===== src/rtl/frogger_params.svh =====
`ifndef FROGGER_PARAMS_SVH
`define FROGGER_PARAMS_SVH

// sprite side in pixels and the distance of one frog step
`define TILE_SIZE       32

`define SCREEN_W        640
`define SCREEN_H        480

// top edge of each car row, all on the tile grid
`define LANE_Y_0        96
`define LANE_Y_1        160
`define LANE_Y_2        224
`define LANE_Y_3        288

// bottom row of the screen holds no cars
`define FROG_START_X    320
`define FROG_START_Y    448

// pixels per move tick for each lane
`define LANE_SPEED_0    1
`define LANE_SPEED_1    2
`define LANE_SPEED_2    3
`define LANE_SPEED_3    4

`define TICK_CYCLES     16  // clock cycles between two move ticks

`define START_LIVES     3   // must fit in the 2-bit lives counter

`endif


===== src/rtl/froggerPkg.sv =====
`default_nettype none

package froggerPkg;

    typedef enum logic [1:0]
    {
        MOVE_UP,
        MOVE_DOWN,
        MOVE_LEFT,
        MOVE_RIGHT
    } tMove;

    typedef enum logic [1:0]
    {
        ST_IDLE,
        ST_PLAY,
        ST_HIT,     // waiting for the next tick after losing a life
        ST_OVER
    } tGameState;

    typedef struct packed
    {
        logic [9:0] x;  // top-left corner of the frog sprite
        logic [8:0] y;
    } tFrogPos;

    // car k drives on lane k mod 4, so only x travels with the car
    typedef struct packed
    {
        logic [9:0] car0;
        logic [9:0] car1;
        logic [9:0] car2;
        logic [9:0] car3;
        logic [9:0] car4;
        logic [9:0] car5;
        logic [9:0] car6;
        logic [9:0] car7;
    } tCarRow;

    typedef struct packed
    {
        tGameState  state;
        logic [1:0] lives;
        logic [7:0] score;
    } tGameStatus;

endpackage

`default_nettype wire


===== src/rtl/carLanes.sv =====
`timescale 1ns/1ns
`default_nettype none

`include "frogger_params.svh"

module carLanes
(
    input  wire                i_Clk,
    input  wire                i_arstN,
    input  wire                i_tick,
    output froggerPkg::tCarRow o_cars
);

    logic [9:0] carX  [8];
    logic [9:0] nextX [8];

    function automatic logic [10:0] laneSpeed(input int lane);
        case (lane)
            0:       return 11'(`LANE_SPEED_0);
            1:       return 11'(`LANE_SPEED_1);
            2:       return 11'(`LANE_SPEED_2);
            default: return 11'(`LANE_SPEED_3);
        endcase
    endfunction

    // next position of every car with the wrap back to the left edge
    always_comb
    begin
        logic [10:0] sum;
        for (int k = 0; k < 8; k++)
        begin
            sum = {1'b0, carX[k]} + laneSpeed(k % 4);   // one spare bit so the sum never wraps
            if (sum >= 11'(`SCREEN_W))
                nextX[k] = 10'(sum - 11'(`SCREEN_W));
            else
                nextX[k] = sum[9:0];
        end
    end

    always_ff @(posedge i_Clk or negedge i_arstN)
    begin
        if (!i_arstN)
        begin
            for (int k = 0; k < 8; k++)
                carX[k] <= 10'(k * (`SCREEN_W / 8));    // cars start evenly spread
        end
        else if (i_tick)
        begin
            for (int k = 0; k < 8; k++)
                carX[k] <= nextX[k];
        end
    end

    assign o_cars = '{
        car0: carX[0],
        car1: carX[1],
        car2: carX[2],
        car3: carX[3],
        car4: carX[4],
        car5: carX[5],
        car6: carX[6],
        car7: carX[7]
    };

endmodule

`default_nettype wire


===== src/rtl/collisionDetect.sv =====
`timescale 1ns/1ns
`default_nettype none

`include "frogger_params.svh"

module collisionDetect
(
    input  wire                 i_Clk,
    input  wire                 i_arstN,
    input  wire froggerPkg::tFrogPos i_frog,
    input  wire froggerPkg::tCarRow  i_cars,
    output logic                o_hit
);

    logic [9:0] carX [8];
    logic [7:0] overlap;

    assign carX[0] = i_cars.car0;
    assign carX[1] = i_cars.car1;
    assign carX[2] = i_cars.car2;
    assign carX[3] = i_cars.car3;
    assign carX[4] = i_cars.car4;
    assign carX[5] = i_cars.car5;
    assign carX[6] = i_cars.car6;
    assign carX[7] = i_cars.car7;

    function automatic logic [8:0] laneY(input int lane);
        case (lane)
            0:       return 9'(`LANE_Y_0);
            1:       return 9'(`LANE_Y_1);
            2:       return 9'(`LANE_Y_2);
            default: return 9'(`LANE_Y_3);
        endcase
    endfunction

    // frog and car sit on the tile grid vertically, so equal y means the same row
    // horizontally the two sprites overlap when each left edge lies before the other's right edge
    always_comb
    begin
        for (int k = 0; k < 8; k++)
        begin
            overlap[k] = (i_frog.y == laneY(k % 4))
                && ({1'b0, i_frog.x} < ({1'b0, carX[k]} + 11'(`TILE_SIZE)))
                && ({1'b0, carX[k]} < ({1'b0, i_frog.x} + 11'(`TILE_SIZE)));
        end
    end

    always_ff @(posedge i_Clk or negedge i_arstN)
    begin
        if (!i_arstN)
            o_hit <= 1'b0;
        else
            o_hit <= |overlap;  // one cycle behind the positions it was computed from
    end

endmodule

`default_nettype wire


===== src/rtl/froggerCore.sv =====
`timescale 1ns/1ns
`default_nettype none

module froggerCore
(
    input  wire                      i_Clk,
    input  wire                      i_arstN,
    input  wire                      i_start,
    input  wire                      i_moveValid,
    input  wire froggerPkg::tMove    i_move,
    output froggerPkg::tFrogPos      o_frog,
    output froggerPkg::tCarRow       o_cars,
    output froggerPkg::tGameStatus   o_status,
    output logic                     o_collision
);

    logic moveTick;     // paces the cars and the recovery after a hit

    moveTicker moveTicker0
    (
        .i_Clk   (i_Clk),
        .i_arstN (i_arstN),
        .o_tick  (moveTick)
    );

    carLanes carLanes0
    (
        .i_Clk   (i_Clk),
        .i_arstN (i_arstN),
        .i_tick  (moveTick),
        .o_cars  (o_cars)
    );

    // hit comes back one cycle after the positions it was computed from
    collisionDetect collisionDetect0
    (
        .i_Clk   (i_Clk),
        .i_arstN (i_arstN),
        .i_frog  (o_frog),
        .i_cars  (o_cars),
        .o_hit   (o_collision)
    );

    gameCtrl gameCtrl0
    (
        .i_Clk       (i_Clk),
        .i_arstN     (i_arstN),
        .i_start     (i_start),
        .i_moveValid (i_moveValid),
        .i_move      (i_move),
        .i_hit       (o_collision),
        .i_tick      (moveTick),
        .o_frog      (o_frog),
        .o_status    (o_status)
    );

endmodule

`default_nettype wire


===== src/rtl/gameCtrl.sv =====
`timescale 1ns/1ns
`default_nettype none

`include "frogger_params.svh"

module gameCtrl
(
    input  wire                      i_Clk,
    input  wire                      i_arstN,
    input  wire                      i_start,
    input  wire                      i_moveValid,
    input  wire froggerPkg::tMove    i_move,
    input  wire                      i_hit,
    input  wire                      i_tick,
    output froggerPkg::tFrogPos      o_frog,
    output froggerPkg::tGameStatus   o_status
);

    localparam froggerPkg::tFrogPos StartPos = '{
        x: 10'(`FROG_START_X),
        y: 9'(`FROG_START_Y)
    };

    froggerPkg::tGameState stateQ;
    froggerPkg::tFrogPos   frogQ;
    logic [1:0]            livesQ;
    logic [7:0]            scoreQ;

    froggerPkg::tFrogPos   stepPos;
    logic                  stepOk;

    // candidate position one tile away and whether the whole sprite stays on screen
    always_comb
    begin
        stepPos = frogQ;
        stepOk  = 1'b0;
        case (i_move)
            froggerPkg::MOVE_UP:
            begin
                stepOk    = frogQ.y >= 9'(`TILE_SIZE);
                stepPos.y = 9'(frogQ.y - `TILE_SIZE);
            end
            froggerPkg::MOVE_DOWN:
            begin
                stepOk    = (10'(frogQ.y) + 10'(2 * `TILE_SIZE)) <= 10'(`SCREEN_H);
                stepPos.y = 9'(frogQ.y + `TILE_SIZE);
            end
            froggerPkg::MOVE_LEFT:
            begin
                stepOk    = frogQ.x >= 10'(`TILE_SIZE);
                stepPos.x = 10'(frogQ.x - `TILE_SIZE);
            end
            froggerPkg::MOVE_RIGHT:
            begin
                stepOk    = (11'(frogQ.x) + 11'(2 * `TILE_SIZE)) <= 11'(`SCREEN_W);
                stepPos.x = 10'(frogQ.x + `TILE_SIZE);
            end
            default:
            begin
                stepOk = 1'b0;
            end
        endcase
    end

    always_ff @(posedge i_Clk or negedge i_arstN)
    begin
        if (!i_arstN)
        begin
            stateQ <= froggerPkg::ST_IDLE;
            frogQ  <= StartPos;
            livesQ <= 2'(`START_LIVES);
            scoreQ <= '0;
        end
        else
        begin
            case (stateQ)
                froggerPkg::ST_IDLE:
                begin
                    if (i_start)
                        stateQ <= froggerPkg::ST_PLAY;
                end
                froggerPkg::ST_PLAY:
                begin
                    if (i_hit)  // a hit wins over a move in the same cycle
                    begin
                        livesQ <= livesQ - 2'd1;
                        frogQ  <= StartPos;
                        stateQ <= froggerPkg::ST_HIT;
                    end
                    else if (i_moveValid && stepOk)
                    begin
                        if (stepPos.y == '0)    // the frog crossed the road and starts again
                        begin
                            scoreQ <= scoreQ + 8'd1;
                            frogQ  <= StartPos;
                        end
                        else
                        begin
                            frogQ <= stepPos;
                        end
                    end
                end
                froggerPkg::ST_HIT:
                begin
                    // the tick gives the player a short pause before play resumes
                    if (i_tick)
                        stateQ <= (livesQ != 2'd0) ? froggerPkg::ST_PLAY : froggerPkg::ST_OVER;
                end
                froggerPkg::ST_OVER:
                begin
                    if (i_start)
                    begin
                        livesQ <= 2'(`START_LIVES);
                        scoreQ <= '0;
                        stateQ <= froggerPkg::ST_PLAY;
                    end
                end
                default:
                begin
                    stateQ <= froggerPkg::ST_IDLE;
                end
            endcase
        end
    end

    assign o_frog   = frogQ;
    assign o_status = '{state: stateQ, lives: livesQ, score: scoreQ};

endmodule

`default_nettype wire


===== src/rtl/moveTicker.sv =====
`timescale 1ns/1ns
`default_nettype none

`include "frogger_params.svh"

module moveTicker
(
    input  wire  i_Clk,
    input  wire  i_arstN,
    output logic o_tick
);

    // a one-cycle period still needs a one-bit counter
    localparam int CntW = (`TICK_CYCLES > 1) ? $clog2(`TICK_CYCLES) : 1;
    localparam logic [CntW-1:0] CntLast = CntW'(`TICK_CYCLES - 1);

    logic [CntW-1:0] cntQ;

    // the tick is registered, so it rises in the cycle after the counter wraps
    always_ff @(posedge i_Clk or negedge i_arstN)
    begin
        if (!i_arstN)
        begin
            cntQ   <= '0;
            o_tick <= 1'b0;
        end
        else if (cntQ == CntLast)
        begin
            cntQ   <= '0;
            o_tick <= 1'b1;     // first pulse lands TICK_CYCLES cycles after reset
        end
        else
        begin
            cntQ   <= cntQ + 1'b1;
            o_tick <= 1'b0;
        end
    end

endmodule

`default_nettype wire


===== config.mk =====
export PLATFORM = sky130hd
export DESIGN_NAME = froggerCore
export DESIGN_NICKNAME = d
export VERILOG_FILES = /design/src/rtl/froggerPkg.sv /design/src/rtl/carLanes.sv /design/src/rtl/collisionDetect.sv /design/src/rtl/froggerCore.sv /design/src/rtl/gameCtrl.sv /design/src/rtl/moveTicker.sv
export VERILOG_INCLUDE_DIRS = /design/src /design/src/rtl
export SDC_FILE = /design/constraint.sdc
export NUM_CORES = 1
export LEC_CHECK = 0
export ABC_AREA = 1
export BUFFER_PORTS_ARGS = -buffer_cell sky130_fd_sc_hd__clkbuf_2
export CORE_MARGIN = 5
export CORE_UTILIZATION = 35
export CTS_CLUSTER_DIAMETER = 80
export DETAILED_ROUTE_END_ITERATION = 6
export PLACE_DENSITY_LB_ADDON = 0.2
export SKIP_CTS_REPAIR_TIMING = 1
export SKIP_LAST_GASP = 1
export SLEW_MARGIN = 30
export SYNTH_ARGS = -nofsm -noshare
export SYNTH_HDL_FRONTEND = slang
export SYNTH_HIERARCHICAL = 1
export SYNTH_SLANG_ARGS = --single-unit
export TNS_END_PERCENT = 30

===== constraint.sdc =====
create_clock -name i_Clk -period 2.2 [get_ports i_Clk]
set_input_delay 0.11 -clock i_Clk [delete_from_list [all_inputs] [get_ports i_Clk]]
set_output_delay 0.11 -clock i_Clk [all_outputs]
set_load 0.01 [all_outputs]

==> run_results.csv, run 1 <==
group,metric,value,unit
sta,min_period_over_period,98.4,%
setup_path,crit_path_end_kind,"flip-flop",
synth,synth_top_area_cell,"ha_1",
sta,period_minus_slack,2.16,ns
place,dpl_worst_slack,-0.149,ns
power,switchingPower,3.73,mW
final_layout,n_antenna_cell,0,
setup_path,crit_buf_inv,1,
synth,synth.area.top_cells,"ha_1 21%, dfrtp_1 16%, nand2_1 16%",
synth,async_flop_share,100,%
drt,routed_wl,32400,um
power,p_seq_share,26.6,%
cts,clkTransAtPathRegs,0.08,ns
run,maxCapViolations,0,
global_routing,grt_overflow,0,
power,vdd_ir_drop_max,452,uV
drt,drt-initial-drc-count,576,
power,p_int,4.64,mW
setup_path,worstPathCellList,"ha_4, nand3_4, xor2_4, buf_12, ha_1, nand2_1, nor2_1, nand2_1, nand3_1, nand2_1, nor2_2, nand2_1",
setup_path,worstPathArrival,2.42,ns
sta,maxSlewViolCount,0,
power,comb_power_share,53.6,%
setup_path,critPathMostFrequentCell,"nand2_1",
global_routing,track_usage,18.0,%
setup_path,slowest_delay,0.58,ns
sta,worst_slack,0.0360,ns
place,place_congestion,0.840,
synth,synth_ff_type,"dfrtp_1",
sta,finalSetupViolations,0,
global_routing,grt_pass1_wl,53100,um
synth,avgSynthCellArea,6.81,um2
drt,antenna_left,0,
synth,synth_edf_count,0,
drt,drt_pass1_iterations,5,
floorplanning,start_util,35.6,%
sta,final.setup.tns,0,ns
final_layout,fin_nets,2036,
cts,clk_latency,0.37,ns
setup_path,cp.depth,12,
synth,synth.most_common_cell,"nand2_1",
synth,synth_top_area_share,20.7,%
sta,finClkSkew,0.0113,ns
sta,tightestPinTransition,0.610,ns
floorplanning,rows,65,
floorplanning,die_x,190,um
final_layout,syn2layout_area_growth,18.5,%
floorplanning,io_pins,118,
setup_path,startpoint_type,"flip-flop",
drt,drcViolationCount,0,
setup_path,r2r_cells,12,
synth,synthesis.instances,1659,
setup_path,worst_ep_required_time,2.45,ns
drt,wl_per_cell,14.4,um
hold_path,hp-class,"primary input to flip-flop",
global_routing,antenna_found_initial,0,
cts,cts-root-buf,"clkbuf_16",
drt,vias,10900,
synth,synth_area,11300,um2
power,p_clk_share,19.8,%
synth,synth_seq_cells,101,
final_layout,regArea,2560,um2
sta,rsz0062_at_grt,"true",
synth,yosysSeqAreaShare,22.7,%
cts,clockBufferDepth,2,
setup_path,crit_type,"flip-flop to flip-flop",
global_routing,grt_pass1_vias,10400,
setup_path,crit_slowest_cell,"dfstp_2",
floorplanning,die-area,36000,um2
cts,cts_tree,"built",
setup_path,crit_family,"simple AND/OR/NAND/NOR gates",
power,p_sw_share,44.6,%
synth,ys_types,45,
final_layout,drive_above_1_share,17.5,%
sta,relSlewSlack,59.3,%
place,detailed_place_hpwl,24900,um
setup_path,path_max_fanout,8,
power,powerDensity,625,nW/um2
final_layout,n_fill_cell,3358,
sta,fmax,462,MHz
sta,hold_viol,0,
cts,cts_buffers,9,
floorplanning,die_h,190,um
hold_path,whs_path_depth,4,
place,io_buffers,101,
floorplanning,core_region_area,31700,um2
synth,yosysWarnings,6,
global_routing,grt_max_degree,43,
final_layout,multiInputGateArea,7900,um2
drt,viasPerCell,4.85,
synth,synth_common_cells,"479 x nand2_1, 212 x inv_1, 187 x ha_1",
cts,clock-sinks,101,
status,status,"finished, final reports clean",
cts,h-tree-depth,3,
power,p_leak,7.00,nW
## placed cells by master, fill, tap and decap left out, drive strengths merged, types with 10 or more instances in the layout
cell type    n
o21ai       84
conb        16
dfstp       27
inv        219
xor2        36
buf         93
a21o        10
ha         187
a21oi       70
nor2       173
xnor2       24
dfrtp       74
nand2      502
nand3      150
clkbuf     109
nand4       29
## through the flow
stage          instances  util, %  hold WS, ns  area (um2)  total power [mW]
2_1_floorplan       1673        -       -0.186       11400              5.03
3_3_place_gp        2215     40.2        0.162       12800              6.15
3_5_place_dp        2215     40.2        0.165       12800              6.25
4_1_cts             2231     41.2       -0.234       13100              7.98
5_1_grt             2250     42.2        0.211       13400              9.16
6_report            2250     42.2        0.193       13400              8.36
## cell families after synthesis
| group | synth area share (%) |
|---|---|
| muxes | 0.0886 |
| and+or+nand+nor | 33.4 |
| xor gates and xnor gates | 4.65 |
| AOI/OAI and AO/OA | 9.21 |
| adders and majority gates | 20.7 |
| other | 0.0665 |
| buffers and inverters | 9.21 |
| DFF | 22.7 |
## path summary, 6_finish.rpt
kind                                       from  slack (ns)                endpoint
min in group asynchronous               i_arstN        0.29    carLanes0/o_cars[62]
min                                   i_move[1]        0.19     gameCtrl0/o_frog[5]
max                        gameCtrl0/o_frog[15]        0.04  collisionDetect0/o_hit
max in group asynchronous               i_arstN        1.23     gameCtrl0/o_frog[6]
min reg2reg                 gameCtrl0/scoreQ[6]        0.50     gameCtrl0/scoreQ[6]
max reg2reg                gameCtrl0/o_frog[15]        0.04  collisionDetect0/o_hit
## sequential cells by signal, indices dropped and copies added, names as in the netlist
name / cells
carLanes0/o_cars: 74
collisionDetect0/o_hit: 1
gameCtrl0/livesQ: 2
gameCtrl0/o_frog: 9
gameCtrl0/scoreQ: 8
gameCtrl0/stateQ: 2
moveTicker0/cntQ: 4
moveTicker0/o_tick: 1
## cell type report
| class | count | share of cell area, % |
|---|---|---|
| clock buffer | 9 | 1.68 |
| timing repair buffer | 194 | 9.80 |
| sequential | 101 | 19.1 |
| inverter | 218 | 6.14 |
| multi-input combinational | 1319 | 59.0 |
| clock inverter | 7 | 0.495 |
| tap | 402 | 3.76 |
## per-layer routing
layer	global-route usage [%]	part of all wire (%)	wire (um)
met5	0	0	0
met2	30.9	47	15200
met1	24.2	48	15600
met4	4.40	1.4	450
met3	2.06	3.6	1170
## worst reg2reg max path, cell delays in order, from the launching register on
cell and delay, ns:
dfstp_2 0.58, ha_4 0.17, nand3_4 0.10, xor2_4 0.20, buf_12 0.17, ha_1 0.27, nand2_1 0.07, nor2_1 0.12
nand2_1 0.06, nand3_1 0.07, nand2_1 0.06, nor2_2 0.12, nand2_1 0.06
## power groups by stage
stage | Combinational [mW] | Sequential, mW | Clock [mW]
2_1_floorplan | 2.67 | 2.36 | 0
3_3_place_gp | 3.91 | 2.23 | 0
3_5_place_dp | 4.01 | 2.24 | 0
4_1_cts | 4.04 | 2.20 | 1.73
5_1_grt | 5.11 | 2.25 | 1.80
6_report | 4.48 | 2.23 | 1.66
Note: power is estimated with default switching activity, not from simulation.
==> run 2, diff against run 1 <==
--- a/config.mk
+++ b/config.mk
@@ -6,7 +6,6 @@
 export SDC_FILE = /design/constraint.sdc
 export NUM_CORES = 1
 export LEC_CHECK = 0
-export ABC_AREA = 1
 export BUFFER_PORTS_ARGS = -buffer_cell sky130_fd_sc_hd__clkbuf_2
 export CORE_MARGIN = 5
 export CORE_UTILIZATION = 35
==> run 2 against run 1 <==
Effect of this change: sequential share of layout area fell by 1.6 points; critical endpoint unchanged; the run now ends with setup timing left; setup slack got worse by 0.68 ns; routed wire length rose by 2.9%; critical path type unchanged; highest routed layer unchanged; synthesized cell count fell by 25%; clock power rose by 3%.
==> run_results.csv, run 2 <==
group,metric,value,unit
status,status,"finished with violations",
status,violations,"setup timing",
floorplanning,core_region_area,30800,um2
drt,wl_met1,15500,um
sta,finClkSkew,0.0120,ns
synth,synth_edf_count,0,
drt,drt-initial-drc-count,445,
setup_path,rrSetupSlack,-0.65,ns
global_routing,grt_pass1_wl,54700,um
floorplanning,die-area,35000,um2
setup_path,crit_path_end_kind,"flip-flop",
floorplanning,die_h,187,um
setup_path,worstReg2RegEnd,"collisionDetect0/o_hit",
drt,routed_wl,33400,um
sta,rsz0062_at_grt,"true",
cts,clkTransAtPathRegs,0.08,ns
global_routing,grt_max_degree,75,
drt,vias,10600,
hold_path,holdPathEnd,"gameCtrl0/stateQ[0]",
place,post_dp_cell_area,14100,um2
drt,top_layer_used,"met4",
drt,routed-wl-met2,16300,um
cts,cts_tree,"built",
power,vdd_ir_drop_max,508,uV
final_layout,design_area,14700,um2
place,place_congestion,0.831,
drt,drt_pass1_iterations,4,
setup_path,worstPathCellList,"buf_4, ha_4, nand3_2, xor2_4, ha_1, o2111ai_1, a21oi_1, a2111oi_0, o311a_1, or4_1",
place,dpl_worst_slack,-0.759,ns
setup_path,worstPathArrival,3.09,ns
sta,period_minus_slack,2.85,ns
synth,avgSynthCellArea,8.83,um2
setup_path,r2r_cells,10,
global_routing,track_usage,18.7,%
final_layout,fin_nets,1808,
sta,relSlewSlack,54.1,%
sta,finalSetupViolations,37,
sta,min_period_over_period,129,%
setup_path,path_max_fanout,6,
run,maxCapViolations,0,
hold_path,whs_path_depth,4,
cts,clk_latency,0.37,ns
synth,synth.most_common_cell,"ha_1",
sta,hold_viol,0,
final_layout,syn2layout_area_growth,34.1,%
setup_path,startpoint_type,"flip-flop",
final_layout,largest_reg_flops,74,
setup_path,crit_slowest_cell,"dfstp_4",
drt,drcViolationCount,0,
final_layout,layout_commonest_cell,"buf_4",
power,powerDensity,625,nW/um2
synth,synth_top_area_cell,"ha_1",
cts,clockBufferDepth,2,
setup_path,r2r_start,"gameCtrl0/o_frog[15]",
synth,async_flop_share,100,%
final_layout,drive_above_1_share,34.1,%
synth,synth_seq_cells,101,
setup_path,slowest_delay,0.64,ns
setup_path,worst_ep_required_time,2.44,ns
drt,wl_per_cell,16.6,um
synth,synth-compound-area-share,20.7,%
floorplanning,rows,64,
sta,tightestPinTransition,0.689,ns
synth,synth_area,11000,um2
place,io_buffers,101,
final_layout,n_fill_cell,2980,
synth,synth_top_family_by_area,"adder cells",
synth,ys_types,109,
synth,synth_adder_area_share,21.3,%
synth,synth_top_area_share,21.3,%
synth,synth.area.top_cells,"ha_1 21%, dfrtp_1 17%, dfstp_2 6.5%",
hold_path,hp-class,"primary input to flip-flop",
floorplanning,die_x,187,um
synth,synth-simple-area-share,18.6,%
final_layout,mostFrequentLayoutCells,"284 x buf_4, 175 x ha_1, 100 x clkbuf_2",
synth,synth_common_cells,"187 x ha_1, 84 x inv_1, 81 x nand2_1",
global_routing,grt_overflow,0,
final_layout,final_util,47.8,%
synth,yosysSeqAreaShare,23.3,%
drt,antenna_left,0,
cts,cts-root-buf,"clkbuf_16",
synth,yosysWarnings,6,
drt,wl_met3,1150,um
synth,synth_xor_area_share,8.44,%
hold_path,hp-start,"i_start",
place,placed_cells,1984,
cts,clock-sinks,101,
sta,worst_slack,-0.649,ns
place,detailed_place_hpwl,25600,um
cts,cts_buffers,9,
floorplanning,io_pins,118,
global_routing,antenna_found_initial,0,
setup_path,crit_type,"flip-flop to flip-flop",
cts,h-tree-depth,3,
power,p_leak,6.90,nW
sta,maxSlewViolCount,0,
synth,synthMuxAreaShare,2.03,%
global_routing,grt_pass1_vias,10600,
drt,viasPerCell,5.26,
sta,fmax,351,MHz
synth,synth_ff_type,"dfrtp_1",
floorplanning,start_util,35.6,%
final_layout,instances_no_fill,2016,
synth,synthesis.instances,1245,
final_layout,n_antenna_cell,0,
-- run 2: report_power, final --
part | leakage, nW | internal [mW] | total, mW | switching (mW)
sequential | 1.18 | 2.10 | 2.34 | 0.242
combinational | 5.58 | 2.41 | 5.15 | 2.74
clock | 0.147 | 0.900 | 1.71 | 0.813
-- run 2: critical path, delay by kind of cell (launching register included) --
family                   cells  cell delay, ns
AO/OA/AOI/OAI                4            0.69
buffers and inverters        1            0.11
AND/OR/NAND/NOR              2            0.62
flip-flops                   1            0.64
adder cells (fa/ha/maj)      2            0.45
XOR/XNOR                     1            0.21
-- run 2: layout make-up --
| class | instances | area [um2] | share of cell area [%] |
|---|---|---|---|
| clock buffers | 9 | 225 | 1.53 |
| repair buffers | 399 | 2870 | 19.5 |
| flip-flops and latches | 101 | 2580 | 17.5 |
| clock inverters | 7 | 81.3 | 0.552 |
| inverters | 85 | 319 | 2.16 |
| well taps | 396 | 495 | 3.36 |
| multi-input cells | 1019 | 8170 | 55.4 |
-- run 2: metrics by stage --
step / hold WS (ns) / power, mW / TNS (ns)
finish: 0.173 / 9.21 / -8.73
global route: 0.186 / 9.96 / -14.03
CTS: -0.212 / 9.20 / -9.69
detailed placement: 0.195 / 7.43 / -9.01
global placement: 0.189 / 7.30 / -7.81
floorplan: -0.186 / 5.28 / -3.87
-- run 2: kinds of logic after synthesis --
group,count (synthesis)
AO/OA/AOI/OAI,321
flip-flops,101
multiplexers,21
AND/OR/NAND/NOR,369
adder cells (fa/ha/maj),187
XOR/XNOR,105
buffers and inverters,139
other,2
-- run 2: routing by layer --
metal  vias up  track usage, %
li1       5299               -
met1      5109            24.3
met2       169            32.6
met3        31            2.84
met4         0            4.27
met5         -               0
-- run 2: how the worst max path moves through the flow --
stage,depth (start not counted),to,from,slack (ns)
floorplan,10,collisionDetect0/o_hit,carLanes0/o_cars[36],-0.54
global placement,10,collisionDetect0/o_hit,gameCtrl0/o_frog[15],-0.69
detailed placement,8,collisionDetect0/o_hit,gameCtrl0/o_frog[15],-0.76
CTS,10,collisionDetect0/o_hit,gameCtrl0/o_frog[15],-0.77
global route,12,collisionDetect0/o_hit,gameCtrl0/o_frog[15],-0.80
finish,10,collisionDetect0/o_hit,gameCtrl0/o_frog[15],-0.65
